File: config.mk
export PLATFORM = sky130hd
export DESIGN_NAME = route_compute
export DESIGN_NICKNAME = d
export VERILOG_FILES = /design/src/common/noc_pkg.sv /design/src/router/route_compute.sv
export SDC_FILE = /design/constraint.sdc
export NUM_CORES = 1
export LEC_CHECK = 0
export BUFFER_PORTS_ARGS = -buffer_cell sky130_fd_sc_hd__clkbuf_2
export CAP_MARGIN = 20
export CORE_MARGIN = 1.5
export CORE_UTILIZATION = 36
export DETAILED_ROUTE_END_ITERATION = 6
export HOLD_SLACK_MARGIN = 0.12
export PLACE_DENSITY_LB_ADDON = 0.1
export SETUP_SLACK_MARGIN = 0.3
export SLEW_MARGIN = 10
export SYNTH_ARGS = -nofsm -noshare
export SYNTH_HDL_FRONTEND = slang
export SYNTH_SLANG_ARGS = --single-unit
File: constraint.sdc
create_clock -name clk -period 0.8 [get_ports clk]
set_clock_uncertainty 0.05 [all_clocks]
set_input_delay 0.08 -clock clk [delete_from_list [all_inputs] [get_ports clk]]
set_output_delay 0.08 -clock clk [all_outputs]
set_load 0.05 [all_outputs]
File: src/common/noc_pkg.sv
package noc_pkg;

    // router geometry, fixed by the 2D mesh
    localparam int NUM_PORTS = 5;   // local plus the four mesh neighbours
    localparam int COORD_W = 3;     // 8 by 8 mesh
    localparam int DATA_W = 16;

    // the enum value is the bit index in every request and grant vector
    typedef enum logic [2:0] {
        port_local = 3'd0,
        port_east  = 3'd1,
        port_west  = 3'd2,
        port_north = 3'd3,
        port_south = 3'd4
    } port_dir_e;

    // one bit per port, indexed by port_dir_e
    typedef logic [NUM_PORTS-1:0] port_vec_t;

    // a single-flit packet as it enters and leaves the router
    typedef struct packed {
        logic               valid;
        logic [COORD_W-1:0] dest_x;
        logic [COORD_W-1:0] dest_y;
        logic [DATA_W-1:0]  payload;
    } flit_t;

endpackage

File: src/router/route_compute.sv
`timescale 1ns/100ps

module route_compute #(
    parameter int ROUTER_X = 0,
    parameter int ROUTER_Y = 0
) (
    input  logic                                         clk,
    input  logic                                         rst_n,
    input  noc_pkg::flit_t     [noc_pkg::NUM_PORTS-1:0] flit_in,
    output noc_pkg::flit_t     [noc_pkg::NUM_PORTS-1:0] flit_q,
    output noc_pkg::port_vec_t [noc_pkg::NUM_PORTS-1:0] dest_req
);

    import noc_pkg::*;

    // this router's place in the mesh, at coordinate width
    localparam logic [COORD_W-1:0] OWN_X = COORD_W'(ROUTER_X);
    localparam logic [COORD_W-1:0] OWN_Y = COORD_W'(ROUTER_Y);

    port_vec_t [NUM_PORTS-1:0] route_next;

    // dimension order routing, x is resolved completely before y
    function automatic port_vec_t xy_route(input flit_t f);
        port_vec_t req;
        req = '0;
        if (f.valid) begin
            if (f.dest_x > OWN_X) begin
                req[port_east] = 1'b1;
            end else if (f.dest_x < OWN_X) begin
                req[port_west] = 1'b1;
            end else if (f.dest_y > OWN_Y) begin
                req[port_north] = 1'b1;
            end else if (f.dest_y < OWN_Y) begin
                req[port_south] = 1'b1;
            end else begin
                req[port_local] = 1'b1;   // arrived at its destination
            end
        end
        return req;
    endfunction

    always_comb begin
        for (int p = 0; p < NUM_PORTS; p++) begin
            route_next[p] = xy_route(flit_in[p]);
        end
    end

    // flits and their requests move together into the allocation stage
    always_ff @(posedge clk or negedge rst_n) begin
        if (!rst_n) begin
            flit_q   <= '0;
            dest_req <= '0;
        end else begin
            flit_q   <= flit_in;
            dest_req <= route_next;
        end
    end

endmodule

==> impl_metrics.ini <==
[place]
port_buffers = 246
hpwl_mm = 6.83
place_inst = 543
gp_congestion = 0.709

[synthesis]
synth_top_area_cell = dfrtp_1
synth_common_cells = 130 x dfrtp_1, 10 x buf_4
synth_top_area_share_pct = 92.6
synth_area_mm2 = 0.00351
avgSynthCellArea_um2 = 21.2
ys_ff_latch = 130
seq_area_frac_synth_pct = 92.6
synth_edf_count = 0
synthDistinctLibCells = 8
synth-main-ff-cell = dfrtp_1
synthArstFlopShare_pct = 100
synth.most_common_cell = dfrtp_1
syn_inst = 166
synth_area_leaders = dfrtp_1 93%, buf_4 2.1%, nor3_2 1.4%, and3b_1 1.2%, and3_1 0.89%
yosys_warnings = 0

[final_layout]
nets = 664
drive_gt1_share_pct = 75.0
layout.cells.non_filler = 690
area_growth_syn_to_layout_pct = 133

[worst_setup_path]
crit_path_start_kind = flip-flop
path_cells = buf_8
path_delay_family = flip-flops
cp-end-kind = primary output
cpPeakStageDelay_ns = 0.44
critPathBufInv = 1
required_ns = 0.67
slowest_stage = dfrtp_2
crit_type = reg2out
cp.arrival_ns = 1.10
worstPathMaxFanout = 1

[floorplan]
ioPinCount = 257
core_mm2 = 0.00937
rows = 35
die_area_mm2 = 0.0104
die_height_um = 102
start_util_pct = 37.5
die_x_um = 102

[clocking]
cts_max_level = 4
post_cts_buffers = 0
clockRootBuffer = clkbuf_8
cts_made_buffers = 17
clkTransAtPathRegs_ns = 0.07
cts_tree = built
clkSinkCount = 130
clockBufferDepth = 2

[flow_run]
drv_cap = 0

[power]
p_clk_share_pct = 41.4
p_per_area_mw_per_mm2 = 2210
sw_frac_of_total_pct = 28.5
internal_power_mw = 12.9
p_sw_mw = 5.15
vdd_drop_max_v = 0.00157
combPwrFrac_pct = 18.7
power_frac_seq_pct = 39.8
leakagePower_nw = 3.78

[hold_path]
hp-class = in2async

[sta]
timing.hold.ws_ns = -0.474
setup_violations = 134
worst_slack_ns = -0.428
rsz0062_at_grt = true
fmaxAchievable_mhz = 814
hold_viol_final = 134
fin_crit_ns = 1.23
drv_slew = 0
period_share_pct = 154

[global_routing]
antenna_found_initial = 1
grt-ovfl-total = 0
grt_pass1_wl_mm = 18.7
grt_pass1_vias = 3309
track_usage_pct = 25.7
grt_max_degree = 51

[outcome]
violations = negative hold slack, negative setup slack
status = finished, violations left

[routing]
drc_errors = 0
vias = 3001
viasPerCell = 4.35
dr.pass1.iters = 4
routed_wl_mm = 13.9
wl_per_cell_um = 20.1
ant_nets = 0
drt_iter0_drc = 80
[worst paths after layout]
path	start	endpoint	slack, ns	cells past startpoint
setup / recovery	flit_q[95]$_DFF_PN0_	flit_q[95]	-0.43	1
min in group clk	flit_in[113]	flit_q[113]$_DFF_PN0_	-0.30	1
hold / removal	rst_n	flit_q[25]$_DFF_PN0_	-0.47	2
max in group asynchronous	rst_n	flit_q[5]$_DFF_PN0_	0.89	2
[power by group through the flow]
stage | sequential (mW) | clock (mW) | combinational, mW
after floorplan | 8.34 | 0 | 0.188
after global placement | 7.15 | 0 | 2.19
after detailed placement | 7.15 | 0 | 2.20
after CTS | 7.09 | 7.48 | 3.16
after global routing | 7.22 | 7.92 | 3.50
final | 7.20 | 7.49 | 3.39
[cells by family (layout without fill, tap and decap cells)]
logic type	Yosys count	in the layout	share of synthesized area, %
other cells	1	11	0.107
simple gates	25	25	5.16
flops	130	130	92.6
buf+inv	10	395	2.14
[flip-flops by register name, summed over array words and instances, names as in the netlist]
register,cells
dest_req,15
flit_q,115
[timing repair]
action / 4_1_cts / 5_1_grt
hold buffers: 115 / 34
pin swaps: 0 / 5
endpoints found under the setup margin: 130 / 145
resized for setup: 260 / 130
hold endpoints to repair: 260 / 180
[per-stage QoR]
| step | utilization (%) | TNS [ns] | cell area, um2 | power [mW] | setup slack [ns] |
|---|---|---|---|---|---|
| 5_1_grt | 87.5 | -55.67 | 8200 | 18.6 | -0.456 |
| 3_5_place_dp | 55.2 | 0 | 5180 | 9.35 | 0.0432 |
| 4_1_cts | 85.8 | -55.62 | 8040 | 17.7 | -0.451 |
| 2_1_floorplan | - | 0 | 3800 | 8.52 | 0.185 |
| 6_report | 87.5 | -51.02 | 8200 | 18.1 | -0.428 |
| 3_3_place_gp | 55.2 | 0 | 5180 | 9.34 | 0.0454 |
[final cells by class]
class	instances	area, um2
antenna	1	2.50
clock buffer	18	418
clock inverter	14	156
fill	409	1170
multi-input combinational	35	307
sequential	130	3420
tap	129	161
timing repair buffer	363	3740
[layout by cell type, fill, tap and decap left out, drive strengths merged]
master / netlist / routed
buf: 10 / 134
clkinv: 0 / 6
dlygate4sd3: 0 / 114
nor2b: 5 / 5
conb: 1 / 10
dfrtp: 130 / 130
and3b: 5 / 5
bufinv: 0 / 2
and3: 5 / 5
clkbuf: 0 / 133
diode: 0 / 1
clkinvlp: 0 / 3
inv: 0 / 3
nor3: 10 / 10
[per-layer routing]
| metal | up-vias | part of all wire, % | track usage, % |
|---|---|---|---|
| met2 | 180 | 59 | 49.9 |
| met3 | 23 | 7.6 | 7.73 |
| met1 | 1520 | 32 | 25.7 |
| met5 | - | 0 | 0 |
| li1 | 1278 | - | - |
| met4 | 0 | 1.9 | 8.55 |
(Power assumes the default switching activity.)
