File: config.mk
export PLATFORM = sky130hd
export DESIGN_NAME = crossbar
export DESIGN_NICKNAME = d
export VERILOG_FILES = /design/src/common/noc_pkg.sv /design/src/router/crossbar.sv
export SDC_FILE = /design/constraint.sdc
export NUM_CORES = 1
export LEC_CHECK = 0
export BUFFER_PORTS_ARGS = -buffer_cell sky130_fd_sc_hd__buf_2
export CAP_MARGIN = 20
export CORE_ASPECT_RATIO = 0.9
export CORE_UTILIZATION = 32
export CTS_CLUSTER_SIZE = 28
export DETAILED_ROUTE_END_ITERATION = 8
export HOLD_SLACK_MARGIN = 0.12
export MAX_ROUTING_LAYER = met4
export PLACE_DENSITY_LB_ADDON = 0.12
export RECOVER_POWER = 25
export SYNTH_ARGS = -nofsm -noshare
export SYNTH_HDL_FRONTEND = slang
export SYNTH_SLANG_ARGS = --single-unit
File: constraint.sdc
create_clock -name clk -period 1.2 [get_ports clk]
set_input_delay 0.3 -clock clk [delete_from_list [all_inputs] [get_ports clk]]
set_output_delay 0.3 -clock clk [all_outputs]
set_load 0.02 [all_outputs]
File: src/common/noc_pkg.sv
package noc_pkg;

    // router geometry, fixed by the 2D mesh
    localparam int NUM_PORTS = 5;   // local plus the four mesh neighbours
    localparam int COORD_W = 3;     // 8 by 8 mesh
    localparam int DATA_W = 16;

    // the enum value is the bit index in every request and grant vector
    typedef enum logic [2:0] {
        port_local = 3'd0,
        port_east  = 3'd1,
        port_west  = 3'd2,
        port_north = 3'd3,
        port_south = 3'd4
    } port_dir_e;

    // one bit per port, indexed by port_dir_e
    typedef logic [NUM_PORTS-1:0] port_vec_t;

    // a single-flit packet as it enters and leaves the router
    typedef struct packed {
        logic               valid;
        logic [COORD_W-1:0] dest_x;
        logic [COORD_W-1:0] dest_y;
        logic [DATA_W-1:0]  payload;
    } flit_t;

endpackage

File: src/router/crossbar.sv
`timescale 1ns/100ps

module crossbar (
    input  logic                                         clk,
    input  logic                                         rst_n,
    input  noc_pkg::flit_t     [noc_pkg::NUM_PORTS-1:0] flit_q,
    input  noc_pkg::port_vec_t [noc_pkg::NUM_PORTS-1:0] grant_by_out,
    input  noc_pkg::port_vec_t [noc_pkg::NUM_PORTS-1:0] grant_by_in,
    output noc_pkg::flit_t     [noc_pkg::NUM_PORTS-1:0] flit_out,
    output noc_pkg::port_vec_t                           in_grant
);

    import noc_pkg::*;

    flit_t     [NUM_PORTS-1:0] flit_hold;   // flits that competed in the arbiters
    flit_t     [NUM_PORTS-1:0] out_next;
    port_vec_t                 in_grant_next;

    // one cycle behind flit_q so each flit meets its own grant
    always_ff @(posedge clk) begin
        flit_hold <= flit_q;
    end

    always_comb begin
        for (int o = 0; o < NUM_PORTS; o++) begin
            out_next[o] = '0;   // no winner means an invalid, empty flit
            for (int i = 0; i < NUM_PORTS; i++) begin
                if (grant_by_out[o][i]) begin
                    out_next[o] = flit_hold[i];
                end
            end
        end
    end

    // tells each sender whether its flit left the router
    always_comb begin
        for (int i = 0; i < NUM_PORTS; i++) begin
            in_grant_next[i] = |grant_by_in[i];
        end
    end

    always_ff @(posedge clk or negedge rst_n) begin
        if (!rst_n) begin
            flit_out <= '0;
            in_grant <= '0;
        end else begin
            flit_out <= out_next;
            in_grant <= in_grant_next;
        end
    end

endmodule

==> flow_summary.toml <==
[critical_path]
critPathTopFamily = "flip-flops"
worstPathCellList = "buf_6"
path_depth = 1
slowest_delay_ps = 430
arrival_ps = 1140
worst_setup_path_end_kind = "primary output"
slowest_stage = "dfrtp_1"
worstPathMaxFanout = 1
required_ps = 900
worstSetupPathType = "flop to primary output"
r2r_cells = 2
path_buf_inv = 1
crit_path_start_kind = "flop"

[placed_design]
post-place-ws_ps = -232.4
place_hpwl_mm = 27.25
dp_cells = 1626
gp_congestion = 0.8457
portBuffers = 286
dpl_cell_area_um2 = 12590

[floorplanning]
start_util_pct = 32.47
die_area_um2 = 32000
core_region_area_um2 = 30830
fp.dieH_um = 169.8
rows = 61
die_w_um = 188.5
ios = 287

[logic_synthesis]
synth_nets = 1085
synth_edf_count = 0
synthCells = 918
synthDistinctLibCells = 25
synthTopCellsByCount = "nand2_1 (143), dfrtp_1 (120), dfxtp_1 (115)"
synth_area_um2 = 10010
ys_seq_elements = 235
synth_seq_area_share_pct = 52.98
ys_top_cells_by_area = "dfrtp_1 (30%), dfxtp_1 (23%), mux2i_1 (8.8%)"
syn_area_per_cell_um2 = 10.91
synth_largest_area_cell = "dfrtp_1"
synth_async_sr_flop_share_pct = 51.06
synth_most_common_cell = "nand2_1"
yosys_most_used_dff = "dfrtp_1"
yosysWarnings = 0
synth.top_cell.area_share_pct = 29.99

[finish]
fin_nets = 1554
fin_cells = 1815
final_layout_size_suffix_gt1_share_pct = 31.58
syn_to_final_growth_pct = 56.32
n_fill_cell = 2765
antenna_cells = 0
final_area_um2 = 15650

[status]
violations = "setup timing"
status = "finished with violations"

[sta]
rsz0062_at_grt = "yes"
hold_violations = 0
max_slew_margin_pct = 53.67
worst_slew_pin_slew_ps = 694.9
worst_slack_ps = -235.3
min_period_over_period_pct = 119.6
min_period_ps = 1435
slew_viol_final = 0
setup-tns-final_ps = -18950
fin_skew_ps = 22.75
clock.fmax_mhz = 696.7
setup_viol = 120

[cts]
clkSlewWorstSetupHoldPaths_ps = 70
cts_made_buffers = 25
root_buffer = "clkbuf_16"
clock-sinks = 235
clock_path_buffers = 3
cts_setup_buffers = 0
h-tree-depth = 1
cts_tree = "yes"
insertion_delay_ps = 550

[route]
dr.pass1.iters = 7
via_per_inst = 5.149
remaining_drc_errors = 0
wl_mm = 40.03
drtAntennaViolNets = 0
drt-wirelength-per-cell_um = 22.06
drtIter0Drc = 769
vias = 9346

[global_route]
grt_max_degree = 35
grtUsageTotal_pct = 25.40
grt_antenna_before_repair = 0
grt_pass1_vias = 9608
grt-ovfl-total = 0
grt_pass1_wl_mm = 58.74

[power]
pwr-share-seq_pct = 42.3
switching_share_pct = 26.82
switchingPower_w = 0.005731
p_clk_share_pct = 38.6
leakage_nw = 6.735
p_comb_share_pct = 19.0
powerDensity_nw_per_um2 = 1365
p_int_w = 0.01564
ir_drop_uv = 1174

[flow_run]
max_cap_viol_count = 0

[worst_hold_path]
min_path_cells = 3
hp-class = "primary input to flop"
layer usage:
layer | part of all wire, % | global-route usage, % | up-vias
met5 | 0 | - | -
li1 | - | - | 4277
met2 | 47 | 40.01 | 469
met3 | 7.3 | 4.475 | 89
met4 | 3.1 | 8.485 | 0
met1 | 43 | 32.98 | 4511
logic make-up after synthesis:
logic type	count (synthesis)	share of synthesized area, %
AND/OR/NAND/NOR	288	15.69
flip-flops	235	52.98
buffers and inverters	73	4.523
multiplexers	88	8.797
AO/OA/AOI/OAI	234	18.01
flip-flops by register name (all words and copies together), names as in the netlist:
register / flops
flit_hold: 115
flit_out: 115
in_grant: 5
cell type report:
cell class | instances | area [um^2] | area share (%)
Multi-Input combinational cell | 610 | 4300 | 27.47
Clock buffer | 36 | 728.2 | 4.652
Sequential cell | 235 | 5305 | 33.89
Inverter | 2 | 7.507 | 0.04796
Tap cell | 409 | 511.7 | 3.269
Clock inverter | 10 | 156.4 | 0.9992
Timing Repair Buffer | 513 | 4643 | 29.66
layout by cell type (no fill, tap or decap), types with 7 or more instances in the layout:
master,count
buf_2,164
nand2_1,143
dlygate4sd3_1,143
dfrtp_1,120
buf_6,120
dfxtp_1,115
a22oi_1,92
mux2i_1,88
a31oi_1,88
nand2b_1,57
buf_4,52
or2b_1,32
buf_12,32
nand3b_1,27
clkbuf_16,26
o22ai_1,22
a41oi_2,19
nor2_1,9
clkbuf_1,7
per-stage QoR:
step / hold slack, ps / total power, W / util, %
after floorplan: 4.409 / 0.01062 / -
after global placement: 180.9 / 0.01234 / 40.82
after detailed placement: 182.5 / 0.01234 / 40.82
after CTS: 144.9 / 0.02154 / 50.76
after global routing: 181.7 / 0.02222 / 50.76
final: 193.9 / 0.02137 / 50.76
power groups by stage:
stage	Clock [W]	Combinational, W	Sequential [W]
2_1_floorplan	0	0.00123	0.00939
3_3_place_gp	0	0.00322	0.00912
3_5_place_dp	0	0.00324	0.00910
4_1_cts	0.00844	0.00405	0.00905
5_1_grt	0.00880	0.00432	0.00910
6_report	0.00826	0.00407	0.00904
final timing paths:
check,startpoint,to,slack [ps]
setup / recovery,flit_out[31],flit_out[31],-240
hold / removal,grant_by_out[11],flit_out[68],190
setup reg to reg,flit_hold[45],flit_out[68],100
hold reg to reg,flit_hold[13],flit_out[36],540
max in group asynchronous,rst_n,flit_out[30],210
min in group asynchronous,rst_n,flit_out[65],340
repair_timing:
| action | 4_1_cts | 5_1_grt |
|---|---|---|
| hold endpoints to repair | 242 | 3 |
| resized for setup | 240 | 3 |
| hold buffers | 143 | 3 |
| endpoints found under the setup margin | 120 | 125 |
| cloned | 0 | 0 |
(Power assumes the default switching activity.)
